<file path="config.mk">
export PLATFORM = sky130hd
export DESIGN_NAME = mam_bus_arbiter
export DESIGN_NICKNAME = d
export VERILOG_FILES = /design/src/hw/mam_pkg.sv /design/src/hw/mam_bus_arbiter.sv
export VERILOG_INCLUDE_DIRS = /design/src /design/src/include
export SDC_FILE = /design/constraint.sdc
export NUM_CORES = 1
export LEC_CHECK = 0
export BUFFER_PORTS_ARGS = -buffer_cell sky130_fd_sc_hd__buf_2
export CAP_MARGIN = 20
export CORE_AREA = 2 2 91 93
export CTS_CLUSTER_DIAMETER = 40
export DETAILED_ROUTE_END_ITERATION = 8
export DIE_AREA = 0 0 93 95
export GPL_ROUTABILITY_DRIVEN = 0
export SLEW_MARGIN = 10
export SYNTH_ARGS = -nofsm -noshare
export SYNTH_HDL_FRONTEND = slang
export SYNTH_SLANG_ARGS = --single-unit
export TNS_END_PERCENT = 5
</file>
<file path="constraint.sdc">
create_clock -name ahb3_in_clk_i -period 3.46 [get_ports ahb3_in_clk_i]
set_clock_uncertainty 0.05 [all_clocks]
set_input_delay 0.346 -clock ahb3_in_clk_i [delete_from_list [all_inputs] [get_ports ahb3_in_clk_i]]
set_output_delay 0.346 -clock ahb3_in_clk_i [all_outputs]
set_load 0.02 [all_outputs]
</file>
<file path="src/include/mam_defines.svh">
`ifndef MAM_DEFINES_SVH
`define MAM_DEFINES_SVH

// Width of one memory data word
`define MAM_DATA_WIDTH 32

// Word address width seen by both masters
`define MAM_ADDR_WIDTH 10

// Implemented depth in words
// Word addresses at or above this value end with an error response
`define MAM_MEM_WORDS 512

`endif

</file>
<file path="src/hw/mam_pkg.sv">
package mam_pkg;

  `include "mam_defines.svh"

  // One memory data word
  typedef logic [`MAM_DATA_WIDTH-1:0] data_t;

  // Word address, covers more than the implemented depth
  typedef logic [`MAM_ADDR_WIDTH-1:0] word_addr_t;

  // Request held by a master until it sees ready
  typedef struct packed {
    logic       sel;
    logic       write;
    word_addr_t addr;
    data_t      wdata;
  } mem_req_t;

  // Response, all fields valid in the single ready cycle
  typedef struct packed {
    logic  ready;
    logic  err;
    data_t rdata;
  } mem_rsp_t;

  // Memory ownership
  typedef enum logic [1:0] {
    ARB_IDLE = 2'd0,
    ARB_MAM  = 2'd1,
    ARB_CPU  = 2'd2
  } arb_state_e;

endpackage

</file>
<file path="src/hw/mam_bus_arbiter.sv">
`timescale 1ns/1ps

module mam_bus_arbiter (
  input  logic               ahb3_in_clk_i,
  input  logic               reset_i,
  // CPU master
  input  mam_pkg::mem_req_t  cpu_req_i,
  input  logic               cpu_lock_i,
  output mam_pkg::mem_rsp_t  cpu_rsp_o,
  // MAM master from the command stage
  input  mam_pkg::mem_req_t  mam_req_i,
  output mam_pkg::mem_rsp_t  mam_rsp_o,
  // Shared memory
  output mam_pkg::mem_req_t  mem_req_o,
  input  mam_pkg::mem_rsp_t  mem_rsp_i
);

  mam_pkg::arb_state_e state_q;
  mam_pkg::arb_state_e state_d;

  // CPU keeps asking while a transfer is held or the lock is up
  logic cpu_wants;

  assign cpu_wants = cpu_req_i.sel || cpu_lock_i;

  always_ff @(posedge ahb3_in_clk_i) begin
    if (reset_i) begin
      state_q <= mam_pkg::ARB_IDLE;
    end else begin
      state_q <= state_d;
    end
  end

  // Next owner
  always_comb begin
    state_d = state_q;
    case (state_q)
      mam_pkg::ARB_IDLE: begin
        // MAM wins a tie from idle
        if (mam_req_i.sel) begin
          state_d = mam_pkg::ARB_MAM;
        end else if (cpu_wants) begin
          state_d = mam_pkg::ARB_CPU;
        end
      end
      mam_pkg::ARB_MAM: begin
        // Held until the command stage drops select after ready
        if (!mam_req_i.sel) begin
          state_d = cpu_wants ? mam_pkg::ARB_CPU : mam_pkg::ARB_IDLE;
        end
      end
      mam_pkg::ARB_CPU: begin
        // Locked sequence is never split by MAM
        if (!cpu_wants) begin
          state_d = mam_req_i.sel ? mam_pkg::ARB_MAM : mam_pkg::ARB_IDLE;
        end
      end
      default: begin
        state_d = mam_pkg::ARB_IDLE;
      end
    endcase
  end

  // Request and response routing
  // Only the owner reaches the memory, the other side sees zeros
  always_comb begin
    mem_req_o = '0;
    cpu_rsp_o = '0;
    mam_rsp_o = '0;
    case (state_q)
      mam_pkg::ARB_MAM: begin
        mem_req_o = mam_req_i;
        mam_rsp_o = mem_rsp_i;
      end
      mam_pkg::ARB_CPU: begin
        mem_req_o = cpu_req_i;
        cpu_rsp_o = mem_rsp_i;
      end
      default: begin
        mem_req_o = '0;
      end
    endcase
  end

  // Both masters never complete in the same cycle
  a_single_ready: assert property (
    @(posedge ahb3_in_clk_i) disable iff (reset_i)
    !(cpu_rsp_o.ready && mam_rsp_o.ready)
  );

  // Idle means no memory access
  a_no_sel_in_idle: assert property (
    @(posedge ahb3_in_clk_i) disable iff (reset_i)
    (state_q == mam_pkg::ARB_IDLE) |-> !mem_req_o.sel
  );

endmodule

</file>
### After elaboration in Yosys (flattened, before gate mapping)

Index checks and enable logic that the tools add are counted.

| storage, ports and cells | value |
|---|---|
| bits of input ports | 125 |
| word-level logic and storage cells | 19 |
| register bits after elaboration | 2 |

| cells by class | value |
|---|---|
| equal/unequal tests | 5 |
| reductions and logical operators | 3 |
| mux-type cells | 10 |

Operators by type and width:

| kind | number |
|---|---|
| $pmux 44 s2 | 1 |
| $mux 34 | 2 |
| $mux 2 | 5 |
| $pmux 2 s3 | 1 |
| $ne 2x2->1 const B | 2 |
| $ne 3x3->1 const B | 1 |
| $reduce_and 3->1 | 1 |
| $eq 2x1->1 const B | 1 |
| $eq 2x2->1 const B | 1 |
| $logic_not 2->1 | 1 |
| $logic_or 1x1->1 | 1 |
| $mux 1 | 1 |

### Logic depth before layout (Yosys ltp)

Gate-level depths: netlist (run 1).

| depth | value |
|---|---|
| word-level depth | 4 |
| gate-level depth with buffers | 6 |
| depth with buffers taken out | 5 |

### Worst setup path after synthesis (run 1)

No wires, ideal clock.

| timing path | value |
|---|---|
| path type | register -> output |
| from | register state_q[0] |
| to | output port mem_req_o[0] in the netlist's numbering |
| data required time | 3064 ps |
| stages on the path, launching flop included | 5 |
| data arrival time | 1353 ps |
| path slack | 1711 ps |
| buffers on the path | 1 |
| path through | dfxtp_1 inv_1 ha_1 clkbuf_1 nor2b_1 |

RTL lines:

| item | RTL line | text |
|---|---|---|
| from (decl) | mam_bus_arbiter.sv:18 | `mam_pkg::arb_state_e state_q;` |
| from (signal assigned) | mam_bus_arbiter.sv:28 | `state_q <= mam_pkg::ARB_IDLE;` |
| from (signal assigned) | mam_bus_arbiter.sv:30 | `state_q <= state_d;` |
| to (decl) | mam_bus_arbiter.sv:14 | `output mam_pkg::mem_req_t mem_req_o,` |

==> results summary, run 1 <==
Together, buffers and inverters on the worst path number 3. The largest net degree at the start of global routing is 44. The proportion of register bits with asynchronous set or reset after synthesis is 0.

The number of maximum-capacitance constraint violations came out at 0. The internal power summed over all cells came out at 516 µW. In this run the standard cell core region covers 7930 µm². The growth of design area from synthesis to finish came out at 96.6%. The share of power burned in registers is 0.033.

The path length in cells of the critical path is 6. The width of the die came out at 93 µm. Data on the critical path is required at its endpoint by 3060 ps.

The quantity of hold-fixing buffers added after cts came out at 0. The die covers 8840 µm². The via count of the first global-routing pass came out at 1,941. The portion of synthesized cell area occupied by the leading cell type came out at 0.316. The number of flip-flops in the largest register is 2.

The routed length on met1 came out at 2520 µm. The area of placed instances is 2600 µm². The final number of hold-violating endpoints came out at 0. The final setup violation count came out at 0. Setup repair after global routing left no endpoint under its margin.

The data arrival time of the critical path is 2120 ps. The worst pin sits at a relative slew slack of 0.467. The register with the highest flop count is state_q. The kind of critical path is flop to output pin. The number of vias per cell is 4.23. The combined global-route utilization of all metal layers came out at 0.119. Yosys attributes the largest share of cell area to sky130_fd_sc_hd__and2_1, sky130_fd_sc_hd__a22oi_1, sky130_fd_sc_hd__nor2b_1, sky130_fd_sc_hd__ha_1, sky130_fd_sc_hd__clkbuf_1. The proportion of power drawn by the clock network came out at 0.082. The transition time at the pin with the least slew margin is 799 ps. The wire length on met3 is 553 µm. The area of the multi-input gates came out at 1190 µm².

The number of buffers created by CTS is 3. The number of top-level pins is 237. After global routing the overflow that remains totals 0. The die is 95 µm tall.

In this run, synthesis inferred 0 flip-flops with an integrated enable. The worst setup path is launched from a flop. The cell with the biggest individual delay on the critical path is sky130_fd_sc_hd__ha_2.

Total power for the finished layout comes to 1.12 mW. The number of cells traversed by the worst register-to-register path is 5. In the synthesized netlist the dominant register cell turns out to be sky130_fd_sc_hd__dfxtp_1. The vias after detailed routing is 2,226.

The share of total power dissipated in combinational logic is 0.885. Dividing the final minimum period by the clock period gives 0.727. The highest clock frequency the design can meet came out at 398 MHz. For this run, the slowest stage of the critical path takes 700 ps. The buffer count from post-CTS setup fixing is 0. The final antenna diode count is 0. The number of gates resized after cts is 0. At the later pin of the worst-skew pair, clock insertion delay measures 210 ps. The flow ran to the end, and the final reports show no timing, DRC or antenna violations.

The static leakage came out at 1.55 nW. The cell area after technology mapping came out at 1350 µm². Detailed placement finished with a half-perimeter wire length of 5040 µm. The DRC violation count after routing came out at 0.

Clock tree synthesis selected as its root buffer the cell sky130_fd_sc_hd__clkbuf_8. The worst path needs 2510 ps of the cycle, external delays included. The clock drives 2 sinks. The power per standard cell area is 424 nW/µm². The maximum number of buffers from clock root to sink is 2. The H-tree depth came out at 1. The total count of max-transition violations in the final report came out at 0. The initial DRC count is 38. The first global-routing pass estimated 8750 µm of wire. Synthesis handed over a netlist of 199 instances.

The standard-cell row count came out at 33. The average wire per cell in the routed design is 11.7 µm. The mean instance size in the synthesized netlist came out at 6.76 µm². The net switching power came out at 606 µW. VDD sags by at most 0.000226 V. The clock transition at the register clock pins on the worst setup and hold paths after CTS came out at 30 ps. The total of fill cells in the finished design is 856. In the final layout, the registers with the most flip-flops are state_q: 2 flops. By instance count, the leading cell after synthesis is sky130_fd_sc_hd__and2_1. The cell family contributing the most delay on the critical path is adder cells.

The number of distinct library cells after synthesis came out at 20. The final core utilization is 0.333. The wire length on met2 came out at 3030 µm. The footprint of the flip-flops and latches is 40.0 µm². The critical path endpoint category is an output pin. After routing the design area is 2640 µm². The total iterations of the first detailed-routing run is 4. The number of synthesis warnings is 0.

The net switching fraction of the power is 0.540. Of all nets on the critical path, the largest fanout is 43. The flip-flop and latch count after synthesis is 2. The signal on the critical path passes through inv_1 -> ha_2 -> buf_4 -> a22oi_1 -> nor2b_1 -> buf_2. For this configuration, the core starts out at a cell density of 0.170. Synthesis produced a netlist with a net count of 329. The highest metal layer carrying signal wires in the routed design is met4.

The detailed-route wire length came out at 6170 µm. The count of input and output buffers came out at 236. The layout cell share with drive strength beyond 1 is 0.584. Of the synthesized area, sequential elements account for 0.0298. After synthesis, the most frequently instantiated cells are sky130_fd_sc_hd__and2_1, sky130_fd_sc_hd__a22oi_1, sky130_fd_sc_hd__nor2b_1.

The biggest area contributor in the post-synthesis netlist is sky130_fd_sc_hd__and2_1. Summed over all failing endpoints, the final setup total negative slack is 0 ps. The min-delay analysis places its worst path in the category input pin to flop. TritonCTS built the clock tree. The initial antenna violation count is 0. The detail route stage leaves a number of antenna-violating nets equal to 0. The worst hold path stage count is 3.

The number of nets at the end of the flow is 553.
-- final cells by class --
type / instances / area share
Tap cell: 105 / 0.0497
Multi-Input combinational cell: 173 / 0.451
Timing Repair Buffer: 241 / 0.466
Clock buffer: 3 / 0.0156
Inverter: 2 / 0.00284
Sequential cell: 2 / 0.0151
-- routing by layer --
metal,vias up,track usage
met2,122,0.214
met4,0,0.0184
met3,6,0.0200
met1,977,0.153
li1,1121,-
met5,-,0
-- worst min-delay path, stage by stage --
cell and delay [ps]:
sky130_fd_sc_hd__buf_2 110, sky130_fd_sc_hd__a211o_1 90, sky130_fd_sc_hd__mux2i_1 60
-- path summary, 6_finish.rpt --
path,from,endpoint,slack (ps)
setup reg to reg,state_q[1],state_q[1],1580
setup / recovery,state_q[1],mem_req_o[12],950
hold / removal,reset_i,state_q[1],400
hold reg to reg,state_q[0],state_q[0],470
-- through the flow --
step,instances,hold slack (ps),setup slack (ps)
3_3_place_gp,523,458,1220
2_1_floorplan,199,432,1710
4_1_cts,526,397,901
5_1_grt,526,441,747
3_5_place_dp,523,470,1120
6_report,526,398,946
-- cells in the final DEF, fill, tap and decap left out, types with 2 or more instances in the layout --
cell type	Yosys	final
sky130_fd_sc_hd__a22oi_1	44	44
sky130_fd_sc_hd__and2_1	68	68
sky130_fd_sc_hd__buf_2	7	236
sky130_fd_sc_hd__buf_4	0	4
sky130_fd_sc_hd__clkbuf_8	0	3
sky130_fd_sc_hd__dfxtp_1	2	2
sky130_fd_sc_hd__ha_1	5	4
sky130_fd_sc_hd__inv_1	2	2
sky130_fd_sc_hd__mux2i_1	2	2
sky130_fd_sc_hd__nand2b_1	2	2
sky130_fd_sc_hd__nor2b_1	44	44
-- cells by family (layout without fill, tap and decap cells) --
logic type                 Yosys count  count (layout)  synth area share
buffers and inverters               24             246            0.0856
muxes                                2               2            0.0149
and+or+nand+nor                    118             118             0.553
adders and majority gates            5               5            0.0465
AOI/OAI and AO/OA                   48              48             0.271
DFF                                  2               2            0.0298
-- power groups by stage --
stage | sequential [mW] | clock [mW] | combinational [mW]
after floorplan | 0.0352 | 0 | 0.680
after global placement | 0.0360 | 0 | 0.992
after detailed placement | 0.0369 | 0 | 1.00
after CTS | 0.0366 | 0.0936 | 1.01
after global routing | 0.0378 | 0.0950 | 1.08
final | 0.0365 | 0.0920 | 0.992
(Power assumes the default switching activity.)
==> inputs of run 2 (changes only) <==
clock period = 2.2 ns   (was 3.46 ns; I/O delays follow)
==> run 2 against run 1 <==
  * Combinational power rose by 57%
  * Clock-buffer cell count did not move
  * Sequential share of layout area about the same
  * Clock power grew 58%
  * Design area about the same
  * Power increased by 57%
==> results summary, run 2 (same netlist as run 1, synthesis figures left out) <==
The data arrival time of the critical path is 1690 ps. In the layout the commonest cells are sky130_fd_sc_hd__buf_2, sky130_fd_sc_hd__and2_1, sky130_fd_sc_hd__a22oi_1, sky130_fd_sc_hd__nor2b_1, sky130_fd_sc_hd__buf_4. The kind of critical path is flop to output pin. The area growth from synthesis to layout is 96.7%. The number of buffers created by CTS came out at 3. The final setup violation count came out at 0. The largest registers in the layout are state_q: 2 flops. VDD sags by at most 0.000489 V. The time the worst path needs with I/O delays and setup came out at 1960 ps. The transition time at the pin with the least slew margin is 406 ps. The number of gates resized after cts is 0.

Setup slack closes at 242 ps. The number of vias per cell is 4.25. The H-tree depth is 1. The number of non-filler instances in the completed layout is 528. The area of the multi-input gates came out at 1190 µm². The power per standard cell area came out at 665 nW/µm². The static leakage is 1.55 nW. Buffers added to address setup during post-CTS repair amount to 0. Summing over every cut layer, the via total after detailed routing is 2,244. For the worst setup path, the data required time is 1930 ps. For this run, the total global-route usage over all layers was measured as 0.127. The average wire per cell in the routed design came out at 12.1 µm. The DRC violation count after routing is 0. The root buffer selected by CTS is sky130_fd_sc_hd__clkbuf_8. The total count of max-transition violations in the final report came out at 0.

Leaving out fill and tap cells, the most frequent cell in the layout is sky130_fd_sc_hd__buf_2. The worst hold path stage count is 3. The footprint of the flip-flops and latches is 40.0 µm².

The final worst hold slack is 288 ps. The final number of hold-violating endpoints came out at 0. The remaining antenna violation count after routing is 0.

The layout cell share with drive strength beyond 1 came out at 0.586. The net switching power is 955 µW. The critical path endpoint category is an output pin. The proportion of power drawn by the clock network is 0.083. The clock transition at the register clock pins on the worst setup and hold paths after CTS came out at 30 ps.

The internal power summed over all cells is 806 µW. The total iterations of the first detailed-routing run came out at 4. The clock passes through at most 2 buffers. The number of cells traversed by the worst register-to-register path came out at 6.

The number of nets at the end of the flow came out at 555. The number of flip-flops in the largest register came out at 2. The total overflow left after global routing is 0. The quantity of hold-fixing buffers added after cts is 0.

The min-delay analysis places its worst path in the category input pin to flop. Setup repair after global routing left no endpoint under its margin. The starting density of the core came out at 0.170.

The flow ran to the end, and the final reports show no timing, DRC or antenna violations. The share of power burned in registers came out at 0.032. The final non-filler cell area is 2650 µm². Based on the critical path, the design can be clocked at up to 511 MHz.

The worst slew margin relative to its limit is 0.729. The sink count of the clock tree is 2. The placeable core region is 7930 µm².

The clock insertion delay at the later pin of the skew report is 210 ps. Of the total power, the share spent switching nets is 0.542. The tool flagged a number of max-cap violations equal to 0. The overall die area came out at 8840 µm². The sort of element at the start of the critical path is a flop. The via count of the first global-routing pass came out at 2,051.

The global-route wire length before repair is 9380 µm. The final antenna diode count came out at 0. The count of input and output buffers is 236. Once placement completed, the tool counted placed cells totaling 525. The wire-length estimate of the detail-placed layout is 5330 µm. The largest net degree at the start of global routing is 42. The sum of negative setup slack came out at 0 ps. The combinational cell fraction of total power is 0.885.

The area of placed instances is 2610 µm². The number of top-level pins came out at 237. The initial antenna violation count is 0. The register with the most flip-flops in the final layout is state_q. The detailed-route wire length came out at 6370 µm.

The largest driver fanout on the critical path is 24. The standard-cell row count is 33. The worst-case setup slack after placement came out at 453 ps. The initial DRC count came out at 89. The CTS tree is done. The vertical extent of the die came out at 95 µm. The total of fill cells in the finished design came out at 877. The fraction of the cycle the final worst path needs came out at 0.890. Measured along the x axis, the die boundary spans 93 µm.
[run 2: cell types whose count changed in the layout (fill, tap and decap cells not counted), sizes merged]
| cell | change |
|---|---|
| buf | +2 |
[run 2: power by group through the flow]
stage	combinational (mW)	sequential (mW)	clock [mW]
floorplan	1.07	0.0554	0
global placement	1.56	0.0563	0
detailed placement	1.58	0.0575	0
CTS	1.58	0.0572	0.149
global route	1.71	0.0587	0.154
finish	1.56	0.0571	0.145
[run 2: path summary, 6_finish.rpt]
path | startpoint | end | slack (ps)
hold reg to reg | state_q[1] | state_q[1] | 490
hold / removal | reset_i | state_q[1] | 290
setup / recovery | state_q[0] | cpu_rsp_o[2] | 240
setup reg to reg | state_q[1] | state_q[1] | 510
[run 2: layer usage]
| layer | vias up | routed length [µm] | global-route usage |
|---|---|---|---|
| met4 | 0 | 21 | 0.0257 |
| met3 | 4 | 598 | 0.0208 |
| met2 | 130 | 3250 | 0.236 |
| li1 | 1126 | - | - |
| met5 | - | 0 | 0 |
| met1 | 984 | 2500 | 0.155 |
[run 2: through the flow]
stage,utilization,total power [mW]
after detailed placement,0.329,1.63
after global routing,0.334,1.92
after CTS,0.334,1.79
final,0.334,1.76
after global placement,0.329,1.61
after floorplan,-,1.12
[run 2: layout make-up]
cell class                 count  area share
multi-input combinational    173       0.451
inverter                       2     0.00284
clock buffer                   3      0.0156
sequential                     2      0.0151
tap                          105      0.0496
timing repair buffer         243       0.466
[run 2: critical path: stages, from the launching register on]
cell	delay, ps
sky130_fd_sc_hd__dfxtp_1	330
sky130_fd_sc_hd__inv_1	110
sky130_fd_sc_hd__ha_1	410
sky130_fd_sc_hd__buf_4	290
sky130_fd_sc_hd__and2_1	160
sky130_fd_sc_hd__buf_2	170
