**config.mk**
```make
export PLATFORM = sky130hd
export DESIGN_NAME = mam_cmd_stage
export DESIGN_NICKNAME = d
export VERILOG_FILES = /design/src/hw/mam_pkg.sv /design/src/hw/mam_cmd_stage.sv
export VERILOG_INCLUDE_DIRS = /design/src /design/src/include
export SDC_FILE = /design/constraint.sdc
export NUM_CORES = 1
export LEC_CHECK = 0
export BUFFER_PORTS_ARGS = -buffer_cell sky130_fd_sc_hd__buf_2
export CORE_UTILIZATION = 44
export CTS_CLUSTER_DIAMETER = 150
export DETAILED_ROUTE_END_ITERATION = 8
export GPL_ROUTABILITY_DRIVEN = 0
export PLACE_DENSITY_LB_ADDON = 0.08
export SLEW_MARGIN = 20
export SYNTH_ARGS = -nofsm -noshare
export SYNTH_HDL_FRONTEND = slang
export SYNTH_SLANG_ARGS = --single-unit
```
**constraint.sdc**
```tcl
create_clock -name ahb3_in_clk_i -period 2.5 [get_ports ahb3_in_clk_i]
set_clock_uncertainty 0.2 [all_clocks]
set_input_delay 0.25 -clock ahb3_in_clk_i [delete_from_list [all_inputs] [get_ports ahb3_in_clk_i]]
set_output_delay 0.25 -clock ahb3_in_clk_i [all_outputs]
set_load 0.02 [all_outputs]
```
**src/include/mam_defines.svh**
```systemverilog
`ifndef MAM_DEFINES_SVH
`define MAM_DEFINES_SVH

// Width of one memory data word
`define MAM_DATA_WIDTH 32

// Word address width seen by both masters
`define MAM_ADDR_WIDTH 10

// Implemented depth in words
// Word addresses at or above this value end with an error response
`define MAM_MEM_WORDS 512

`endif

```
**src/hw/mam_pkg.sv**
```systemverilog
package mam_pkg;

  `include "mam_defines.svh"

  // One memory data word
  typedef logic [`MAM_DATA_WIDTH-1:0] data_t;

  // Word address, covers more than the implemented depth
  typedef logic [`MAM_ADDR_WIDTH-1:0] word_addr_t;

  // Request held by a master until it sees ready
  typedef struct packed {
    logic       sel;
    logic       write;
    word_addr_t addr;
    data_t      wdata;
  } mem_req_t;

  // Response, all fields valid in the single ready cycle
  typedef struct packed {
    logic  ready;
    logic  err;
    data_t rdata;
  } mem_rsp_t;

  // Memory ownership
  typedef enum logic [1:0] {
    ARB_IDLE = 2'd0,
    ARB_MAM  = 2'd1,
    ARB_CPU  = 2'd2
  } arb_state_e;

endpackage

```
**src/hw/mam_cmd_stage.sv**
```systemverilog
`timescale 1ns/1ps

module mam_cmd_stage (
  input  logic                 ahb3_in_clk_i,
  input  logic                 reset_i,
  // Debug host command, one-cycle strobe
  input  logic                 dbg_req_i,
  input  logic                 dbg_we_i,
  input  mam_pkg::word_addr_t  dbg_addr_i,
  input  mam_pkg::data_t       dbg_wdata_i,
  // Debug host status and result
  output logic                 dbg_busy_o,
  output logic                 dbg_done_o,
  output logic                 dbg_err_o,
  output mam_pkg::data_t       dbg_rdata_o,
  // Held request towards the arbiter
  output mam_pkg::mem_req_t    mam_req_o,
  input  mam_pkg::mem_rsp_t    mam_rsp_i
);

  // Command in flight, doubles as the request select
  logic busy_q;
  logic done_q;

  // Latched command
  logic                we_q;
  mam_pkg::word_addr_t addr_q;
  mam_pkg::data_t      wdata_q;

  // Latched result, held after the done pulse
  logic           err_q;
  mam_pkg::data_t rdata_q;

  logic accept_cmd;
  logic finish_cmd;

  // Strobes while busy are dropped
  assign accept_cmd = dbg_req_i && !busy_q;
  // Memory answered the pending command
  assign finish_cmd = busy_q && mam_rsp_i.ready;

  always_ff @(posedge ahb3_in_clk_i) begin
    if (reset_i) begin
      busy_q <= 1'b0;
      done_q <= 1'b0;
    end else begin
      done_q <= finish_cmd;
      if (accept_cmd) begin
        busy_q <= 1'b1;
      end else if (finish_cmd) begin
        busy_q <= 1'b0;
      end
    end
  end

  always_ff @(posedge ahb3_in_clk_i) begin
    if (accept_cmd) begin
      we_q    <= dbg_we_i;
      addr_q  <= dbg_addr_i;
      wdata_q <= dbg_wdata_i;
    end
    // Capture data and error in the ready cycle
    if (finish_cmd) begin
      err_q   <= mam_rsp_i.err;
      rdata_q <= mam_rsp_i.rdata;
    end
  end

  // Request stays stable until ready, select drops on the ready edge
  assign mam_req_o = '{sel: busy_q, write: we_q, addr: addr_q, wdata: wdata_q};

  assign dbg_busy_o  = busy_q;
  assign dbg_done_o  = done_q;
  assign dbg_err_o   = err_q;
  assign dbg_rdata_o = rdata_q;

  // Host must wait for done before the next strobe
  a_no_strobe_while_busy: assert property (
    @(posedge ahb3_in_clk_i) disable iff (reset_i)
    dbg_req_i |-> !busy_q
  );

  // Arbiter never routes a ready to MAM without a pending command
  a_ready_only_when_pending: assert property (
    @(posedge ahb3_in_clk_i) disable iff (reset_i)
    mam_rsp_i.ready |-> busy_q
  );

endmodule

```
# Word-level counts from Yosys, hierarchy flattened
# Cells that the tools add are included.
# W data, S select, Z words.
# totals
ff_bits	78
inputBits	80
out_inout_bits	79
elab_cells	13
# op_classes
n_mux	2
n_reduce_logical	4
# ops
operator	count
$logic_and A1 B1 Y1	2
$mux W1	2
$reduce_bool A2 Y1	1
$logic_not A1 Y1	1

# Longest topological paths before layout
# Gate-level depths: netlist of the first run.
# depth
ltp_word	3
ltp_mapped	2
depth_no_buf	2

# Worst setup path before layout of the first run
# OpenSTA, ideal clock, no wires.
# synth_timing
path_type	register to register
startpoint	reg busy_q, in the netlist dbg_busy_o
endpoint	reg addr_q[0] (enable)
arrival_ps	1096
required_ps	1920
setup_slack_ps	824
path_stages_with_launch	2
path_buffers	0
synth_period_minus_slack_ps	1676
path_cell_list	dfxtp_1 > and2b_2
# synth_via
elab_chain_cells	2
# synth_rtl
item	line_no	text
start: declaration	mam_cmd_stage.sv:22	logic busy_q;
start signal: assignment	mam_cmd_stage.sv:44	busy_q <= 1'b0;
start signal: assignment	mam_cmd_stage.sv:49	busy_q <= 1'b1;
start signal: assignment	mam_cmd_stage.sv:51	busy_q <= 1'b0;
$logic_not A1 Y1	mam_cmd_stage.sv:38	assign accept_cmd = dbg_req_i && !busy_q;
$logic_and A1 B1 Y1	mam_cmd_stage.sv:38	
named net accept_cmd	mam_cmd_stage.sv:34	logic accept_cmd;
end signal: assignment	mam_cmd_stage.sv:59	addr_q <= dbg_addr_i;
end: declaration	mam_cmd_stage.sv:27	mam_pkg::word_addr_t addr_q;
# The timed path passes the listed nets, and every way through them passes these cells.
# A chain may end at the register's enable or synchronous reset.

# Final worst setup path of the first run
# layout_timing
startpoint	in dbg_req_i
endpoint	reg wdata_q[19] (enable)
# layout_via
elab_chain_cells	1
# layout_rtl
item	line_no	text
start: declaration	mam_cmd_stage.sv:7	input logic dbg_req_i,
$logic_and A1 B1 Y1	mam_cmd_stage.sv:38	
named net accept_cmd	mam_cmd_stage.sv:34	
end signal: assignment	mam_cmd_stage.sv:60	wdata_q <= dbg_wdata_i;
end: declaration	mam_cmd_stage.sv:28	mam_pkg::data_t wdata_q;
# The timed path passes the listed nets, and every way through them passes these cells.

==> qor.csv, run 1 <==
stage,metric,value,unit
finish,area_growth,79.1,%
clock_tree,post_cts_buffers,0,
run_status,status,"complete, no violations",
setup_path,worstSetupStartpointType,primary input,
setup_path,worstRegToRegCells,2,
routing,routed_via_density,4.31,
synth,synth_top_area_share,95.8,%
clock_tree,clock_path_buffers,2,
setup_path,r2r_slack,0.79,ns
grt,grt_pass1_wl,8310,um
clock_tree,htreeDepth,3,
clock_tree,clk_pin_slew,0.08,ns
worst_hold_path,hp-class,in2reg,
timing,finalSetupViolCount,0,
power,ir_drop,0.000563,V
synth,syn_area,0.00238,mm2
grt,grt_max_degree,36,
power,p_total,0.00294,W
synth,syn_avg_cell_area,28.0,um2
timing,tightestPinTransition,0.517,ns
finish,diodes,0,
synth,synth_top_area_cell,edfxtp_1,
synth,synthCells,85,
routing,wl,5850,um
timing,maxSlewViolCount,0,
power,p_per_area,689,mW/mm2
setup_path,reg2reg_to,wdata_q[19],
finish,final_area,0.00427,mm2
synth,synth_edf_count,76,
worst_hold_path,min_delay_path_depth,2,
floorplanning,die-width,75.6,um
grt,antenna_found_initial,0,
timing,min_period_over_period,73.4,%
clock_tree,cts_root_buffer,clkbuf_8,
timing,rsz0062_at_grt,no,
routing,vias,1748,
synth,synthTopCellsByCount,"edfxtp_1, buf_4, dfxtp_1",
timing,relSlewSlack,65.6,%
placed_design,dpl_cell_area,0.00326,mm2
routing,route.detailed.drc,0,
finish,nNetsFinal,412,
grt,gr-total-overflow,0,
setup_path,crit_chain,dlygate4sd3_1 > buf_2 > and2b_2 > buf_4,
setup_path,crit_start,dbg_req_i,
setup_path,worst-path-max-fanout,24,
clock_tree,clkLatencyLatePin,0.34,ns
synth,yosysWarnings,0,
timing,finalSetupTns,0,ns
routing,routedWlPerCell,14.4,um
clock_tree,cts.sinks,78,
placed_design,port_buffers,158,
synth,yosysUniqueCellTypes,8,
timing,max_freq,0.545,GHz
synth,ys.flop_type,edfxtp_1,
setup_path,worstPathRequired,2.34,ns
setup_path,reg2reg_from,dbg_busy_o,
setup_path,endpoint_kind,flop,
floorplanning,die_y,75.6,um
timing,min_period,1.83,ns
job,drv_cap,0,
synth,yosys-top-cells-area,"edfxtp_1, dfxtp_1, buf_4",
setup_path,crit_end,wdata_q[19],
grt,grtUsageTotal,21.7,%
routing,ant_nets,0,
floorplanning,core_area,0.00517,mm2
power,p_leak,1.82,nW
synth,syn-num-nets,165,
setup_path,critical_path_class,in2reg,
synth,ys_seq_area_share,97.5,%
floorplanning,io_pins,159,
synth,yosysMostFrequentCell,edfxtp_1,
floorplanning,dieArea,0.00571,mm2
floorplanning,initial_utilization,46.1,%
timing,hold_viol_final,0,
synth,ys_ff_latch,78,
routing,drtIter0Drc,59,
floorplanning,core.rowCount,26,
routing,drt_first_pass_iters,4,
setup_path,slowest_stage,dlygate4sd3_1,
clock_tree,cts-buffers-inserted,9,
setup_path,arrival,1.68,ns
synth,async_flop_share,0,%
finish,fill_cells,284,
finish,layout-drive-gt1-share,52.7,%
setup_path,critical-path-max-stage-delay,0.53,ns
clock_tree,cts_tree,yes,
grt,grt_pass1_vias,1817,
==> placed cells by master, fill, tap and decap left out, drive strengths merged <==
cell           n
nor2           1
clkbuf        10
nor3           1
and2           1
clkinv         2
buf          160
nor2b          1
dfxtp          2
edfxtp        76
dlygate4sd3   78
and2b          1
bufinv         3
==> registers in the layout, indices dropped and copies added, names as in the netlist <==
register	flops
dbg_rdata_o	32
wdata_q	32
addr_q	10
dbg_busy_o	1
dbg_done_o	1
dbg_err_o	1
we_q	1
==> cell families after synthesis <==
| logic type | share of synthesized area (%) |
|---|---|
| buffers and inverters | 0.630 |
| and+or+nand+nor | 1.89 |
| DFF | 97.5 |
==> routing by layer <==
metal  track usage [%]  up-vias  wire length [um]
li1                  -      826                 -
met1              20.2      803              2040
met2              40.4      103              3190
met3              7.67       16               439
met4              12.8        0               191
met5                 0        -                 0
==> layout make-up <==
type                            instances  area, um2  share of cell area, %
Timing Repair Buffer                  238       1590                   37.2
Sequential cell                        78       2320                   54.4
Clock buffer                           10        128                   2.99
Tap cell                               70       87.6                   2.05
Clock inverter                          5       98.8                   2.32
Multi-Input combinational cell          5       45.0                   1.06
==> where the power goes <==
group | switching, W | total [W] | internal (W)
clock network | 0.000419 | 0.00107 | 0.000653
registers | 0.0000154 | 0.00153 | 0.00151
logic | 0.000171 | 0.000341 | 0.000170
total | 0.000606 | 0.00294 | 0.00234
==> worst max-delay path, delay by kind of cell <==
| family | cells | cell delay, ns |
|---|---|---|
| simple gates | 1 | 0.48 |
| buf+inv | 3 | 0.94 |
==> how the worst min path moves through the flow <==
stage,startpoint,end
after global routing,mam_rsp_i[33],dbg_rdata_o[16]
after CTS,mam_rsp_i[33],dbg_rdata_o[0]
final,mam_rsp_i[33],dbg_rdata_o[3]
after detailed placement,mam_rsp_i[8],dbg_rdata_o[8]
after floorplan,reset_i,dbg_done_o
after global placement,mam_rsp_i[18],dbg_rdata_o[18]
==> per-stage QoR <==
stage | worst slack [ns] | instances | hold slack (ns) | utilization, %
floorplan | 0.824 | 85 | 0.114 | -
finish | 0.666 | 406 | 0.309 | 82.5
global placement | 0.822 | 313 | 0.227 | 63.0
CTS | 0.684 | 406 | 0.299 | 82.5
detailed placement | 0.786 | 313 | 0.228 | 63.0
global route | 0.573 | 406 | 0.313 | 82.5
==> timing repair <==
action,4_1_cts,5_1_grt
hold buffers,78,0
endpoints found under the hold margin,78,0
gates resized for setup,0,0
(Power assumes the default switching activity.)
==> run 2: changes to the inputs <==
Settings changed: CORE_UTILIZATION 44 to 41.
Clock period 2.5 ns to 1.7 ns, I/O delays scaled along.
==> qor.csv, run 2 (synthesis gave the netlist of run 1 again) <==
stage,metric,value,unit,change
setup_path,endpoint_kind,flop,,unchanged
clock_tree,cts_root_buffer,clkbuf_8,,unchanged
clock_tree,htreeDepth,3,,unchanged
run_status,status,"complete, no violations",,unchanged
grt,grtUsageTotal,18.4,%,was 21.7%
setup_path,slowest_stage,and2_4,,was dlygate4sd3_1
finish,final_core_util,77.0,%,was 82.5%
timing,relSlewSlack,70.3,%,was 65.6%
clock_tree,clkLatencyLatePin,0.33,ns,was 0.34 ns
routing,routed_via_density,4.17,,was 4.31
worst_hold_path,hp-class,in2reg,,unchanged
setup_path,arrival,1.20,ns,was 1.68 ns
power,p_clk_share,34.8,%,was 36.5%
setup_path,worstSetupStartpointType,flop,,was primary input
routing,ant_nets,0,,unchanged
finish,diodes,0,,unchanged
setup_path,worstPathRequired,1.48,ns,was 2.34 ns
clock_tree,cts.sinks,78,,unchanged
setup_path,worst-path-max-fanout,35,,was 24
clock_tree,post_cts_buffers,0,,unchanged
power,ir_drop,0.000837,V,was 0.000563 V
floorplanning,core_area,0.00554,mm2,was 0.00517 mm2
routing,drtIter0Drc,87,,was 59
power,pwr-share-seq,53.4,%,was 52.0%
power,p_leak,1.82,nW,about the same
finish,layout_commonest_cell,buf_2,,unchanged
floorplanning,die_y,78.2,um,was 75.6 um
timing,min_period,1.42,ns,
setup_path,r2r_slack,0.28,ns,was 0.79 ns
power,p_comb_share,11.8,%,was 11.6%
power,p_sw_share,20.7,%,was 20.6%
floorplanning,core.rowCount,27,,was 26
grt,antenna_found_initial,0,,unchanged
timing,finalSetupViolCount,0,,unchanged
clock_tree,clock_path_buffers,2,,unchanged
routing,route.detailed.drc,0,,unchanged
timing,tightestPinTransition,0.446,ns,was 0.517 ns
setup_path,critical_path_class,reg2reg,,was in2reg
clock_tree,cts_resized,0,,unchanged
routing,drt_first_pass_iters,4,,unchanged
timing,min_period_over_period,83.4,%,
grt,grt_max_degree,44,,was 36
power,p_switching,0.000872,W,was 0.000606 W
finish,nNetsFinal,411,,was 412
timing,hold_viol_final,0,,unchanged
timing,maxSlewViolCount,0,,unchanged
timing,max_freq,0.706,GHz,
finish,area_growth,79.0,%,was 79.1%
job,drv_cap,0,,unchanged
clock_tree,cts_hold_buf,78,,unchanged
floorplanning,io_pins,159,,unchanged
power,p_per_area,988,mW/mm2,was 689 mW/mm2
floorplanning,initial_utilization,43.0,%,was 46.1%
placed_design,port_buffers,158,,unchanged
routing,routedWlPerCell,13.2,um,was 14.4 um
finish,final_cell_mix,"buf_2, dlygate4sd3_1, edfxtp_1",,unchanged
power,p_int,0.00334,W,was 0.00234 W
finish,layout-drive-gt1-share,52.7,%,unchanged
setup_path,critical-path-max-stage-delay,0.46,ns,was 0.53 ns
floorplanning,dieArea,0.00612,mm2,was 0.00571 mm2
floorplanning,die-width,78.2,um,was 75.6 um
setup_path,critical_path_buf_inv_count,0,,was 3
grt,grt_pass1_wl,8020,um,was 8310 um
clock_tree,cts_tree,yes,,unchanged
routing,wl,5380,um,was 5850 um
clock_tree,clk_pin_slew,0.07,ns,was 0.08 ns
grt,grt_pass1_vias,1769,,was 1817
setup_path,critPathTopFamily,simple AND/OR/NAND/NOR gates,,was buffers and inverters
grt,gr-total-overflow,0,,unchanged
timing,rsz0062_at_grt,no,,unchanged
setup_path,crit_chain,and2_4,,was dlygate4sd3_1 > buf_2 > and2b_2 > buf_4
routing,vias,1700,,was 1748
clock_tree,cts-buffers-inserted,9,,unchanged
timing,finalSetupTns,0,ns,unchanged
## run 2: cell types whose count changed in the layout (fill, tap and decap cells not counted), sizes merged
cell / change
buf: -1
bufinv: -1
clkbuf: +2
## run 2: cell type report
cell class | count | area [um2]
Clock buffer | 12 | 145
Timing Repair Buffer | 237 | 1590
Clock inverter | 4 | 70.1
Tap cell | 72 | 90.1
Multi-Input combinational cell | 5 | 45.0
Fill cell | 352 | 1280
Sequential cell | 78 | 2320
## run 2: worst paths after layout
path / start / to / cells after the start
setup / recovery: dbg_busy_o / dbg_rdata_o[19] / 1
hold / removal: mam_rsp_i[33] / dbg_err_o / 2
setup reg to reg: dbg_busy_o / dbg_rdata_o[19] / 1
hold reg to reg: dbg_busy_o / dbg_busy_o / 2
## run 2: metrics by stage
step | worst slack (ns) | instance area [um2] | std cells | hold slack [ns] | total power, W
4_1_cts | 0.273 | 4260 | 408 | 0.224 | 0.00424
2_1_floorplan | 0.0240 | 2380 | 85 | 0.0343 | 0.00246
3_3_place_gp | 0.328 | 3270 | 314 | 0.146 | 0.00264
5_1_grt | 0.194 | 4260 | 408 | 0.245 | 0.00438
3_5_place_dp | 0.295 | 3270 | 314 | 0.148 | 0.00264
6_report | 0.283 | 4260 | 408 | 0.238 | 0.00421
## run 2: power by group through the flow
stage,clock [W],combinational [W],sequential [W]
after floorplan,0,0.0000485,0.00241
after global placement,0,0.000354,0.00228
after detailed placement,0,0.000358,0.00229
after CTS,0.00150,0.000498,0.00224
after global routing,0.00159,0.000533,0.00225
final,0.00147,0.000498,0.00225
## run 2: routing by layer
metal,global-route usage (%),wire (um),up-vias
li1,-,-,827
met1,19.3,1950,766
met2,32.8,2930,92
met3,4.53,356,15
met4,11.9,148,0
met5,0,0,-
==> run 3: changes to the inputs <==
Clock period 1.7 ns to 1.4 ns, I/O delays scaled along.
==> qor.csv, run 3 (synthesis gave the netlist of run 1 again) <==
stage,metric,value,unit,change
power,p_leak,1.83,nW,was 1.82 nW
clock_tree,cts-buffers-inserted,9,,unchanged
routing,vias,1759,,was 1700
worst_hold_path,hp-class,in2reg,,unchanged
finish,final_cell_mix,"buf_2, dlygate4sd3_1, edfxtp_1",,unchanged
finish,fill_cells,359,,was 352
finish,register_area,0.00232,mm2,about the same
routing,ant_nets,0,,unchanged
finish,final_core_util,77.4,%,was 77.0%
finish,fin_cells,412,,was 408
routing,wl,5880,um,was 5380 um
placed_design,dp_cells,317,,was 314
placed_design,port_buffers,158,,unchanged
power,p_comb_share,12.9,%,was 11.8%
clock_tree,clk_pin_slew,0.07,ns,about the same
floorplanning,initial_utilization,43.0,%,unchanged
finish,nNetsFinal,415,,was 411
setup_path,critPathTopFamily,flip-flops,,was simple AND/OR/NAND/NOR gates
setup_path,arrival,1.17,ns,was 1.20 ns
clock_tree,clkLatencyLatePin,0.33,ns,about the same
setup_path,slowest_stage,dfxtp_2,,was and2_4
setup_path,worst-path-max-fanout,34,,was 35
timing,relSlewSlack,87.9,%,was 70.3%
power,p_switching,0.00108,W,was 0.000872 W
timing,min_period,1.33,ns,was 1.42 ns
clock_tree,cts_tree,yes,,unchanged
grt,grt_pass1_wl,8710,um,was 8020 um
setup_path,endpoint_kind,flop,,unchanged
floorplanning,die-width,78.2,um,unchanged
clock_tree,clock_path_buffers,2,,unchanged
timing,rsz0062_at_grt,no,,unchanged
setup_path,reg2reg_from,dbg_busy_o,,unchanged
floorplanning,core_area,0.00554,mm2,unchanged
power,p_per_area,1140,mW/mm2,was 988 mW/mm2
timing,maxSlewViolCount,0,,unchanged
run_status,status,"complete, no violations",,unchanged
power,pwr-share-seq,55.6,%,was 53.4%
finish,diodes,0,,unchanged
finish,multiInputGateArea,46.3,um2,was 45.0 um2
finish,area_growth,80.0,%,was 79.0%
clock_tree,cts.sinks,78,,unchanged
setup_path,critical_path_class,reg2reg,,unchanged
finish,layout-drive-gt1-share,52.9,%,was 52.7%
power,p_clk_share,31.6,%,was 34.8%
clock_tree,cts_root_buffer,clkbuf_8,,unchanged
power,ir_drop,0.000843,V,was 0.000837 V
setup_path,worstPathRequired,1.23,ns,was 1.48 ns
timing,min_period_over_period,95.0,%,was 83.4%
setup_path,crit_start,dbg_busy_o,,unchanged
floorplanning,die_y,78.2,um,unchanged
grt,antenna_found_initial,0,,unchanged
power,p_int,0.00383,W,was 0.00334 W
routing,routedWlPerCell,14.3,um,was 13.2 um
setup_path,critical-path-max-stage-delay,0.35,ns,was 0.46 ns
worst_hold_path,hp-start,dbg_addr_i[6],,was mam_rsp_i[33]
power,p_sw_share,22.1,%,was 20.7%
routing,route.detailed.drc,0,,unchanged
setup_path,critical_path_buf_inv_count,1,,was 0
routing,drtIter0Drc,81,,was 87
routing,routed_via_density,4.27,,was 4.17
floorplanning,io_pins,159,,unchanged
floorplanning,dieArea,0.00612,mm2,unchanged
floorplanning,core.rowCount,27,,unchanged
timing,max_freq,0.752,GHz,was 0.706 GHz
routing,drt_first_pass_iters,5,,was 4
timing,finalSetupViolCount,0,,unchanged
setup_path,worstSetupStartpointType,flop,,unchanged
finish,layout_commonest_cell,buf_2,,unchanged
grt,grt_max_degree,35,,was 44
clock_tree,htreeDepth,3,,unchanged
grt,grt_pass1_vias,1901,,was 1769
timing,hold_viol_final,0,,unchanged
grt,gr-total-overflow,0,,unchanged
setup_path,crit_chain,and2b_4 > buf_12,,was and2_4
job,drv_cap,0,,unchanged
grt,grtUsageTotal,20.0,%,was 18.4%
timing,tightestPinTransition,0.181,ns,was 0.446 ns
## run 3: cell types whose count changed in the layout (fill, tap and decap cells not counted), sizes merged
cell and change:
clkbuf -2, clkinv +3, buf +3, dlygate4sd3 +1
bufinv -1
## run 3: layout make-up
| class | instances | share of cell area [%] |
|---|---|---|
| multi-input cells | 5 | 1.08 |
| repair buffers | 241 | 38.4 |
| flip-flops and latches | 78 | 54.2 |
| well taps | 72 | 2.10 |
| clock buffers | 10 | 2.98 |
| clock inverters | 6 | 1.23 |
## run 3: path summary, 6_finish.rpt
check	slack (ns)	cells past startpoint	to
hold / removal	0.30	2	addr_q[6]
hold reg to reg	0.36	2	dbg_busy_o
setup reg to reg	0.07	2	wdata_q[3]
setup / recovery	0.07	2	wdata_q[3]
## run 3: repair_timing
action / in CTS / in global routing
hold buffers: 79 / 0
hold endpoints to repair: 78 / 0
setup buffers: 0 / 0
gates resized for setup: 0 / 0
## run 3: stage by stage
stage / setup TNS [ns] / cell area, um2 / setup WS, ns / power (W) / hold WS [ns]
global placement: 0 / 3320 / 0.103 / 0.00322 / 0.117
finish: 0 / 4290 / 0.0694 / 0.00491 / 0.300
detailed placement: 0 / 3320 / 0.0929 / 0.00324 / 0.118
global route: 0 / 4290 / 0.0232 / 0.00508 / 0.290
floorplan: -3.52 / 2380 / -0.0819 / 0.00299 / 0.00230
CTS: 0 / 4290 / 0.0824 / 0.00493 / 0.285
## run 3: routing by layer
layer  vias up  routed length (um)  global-route usage, %
li1        833                   -                      -
met1       804                1970                   18.2
met3        21                 432                   5.35
met2       101                3270                   38.2
met4         0                 203                   13.3
met5         -                   0                      0
## run 3: power groups by stage
stage | combinational (W) | clock, W | sequential (W)
after floorplan | 0.0000606 | 0 | 0.00293
after global placement | 0.000449 | 0 | 0.00278
after detailed placement | 0.000456 | 0 | 0.00278
after CTS | 0.000627 | 0.00158 | 0.00273
after global routing | 0.000670 | 0.00168 | 0.00274
final | 0.000632 | 0.00155 | 0.00273
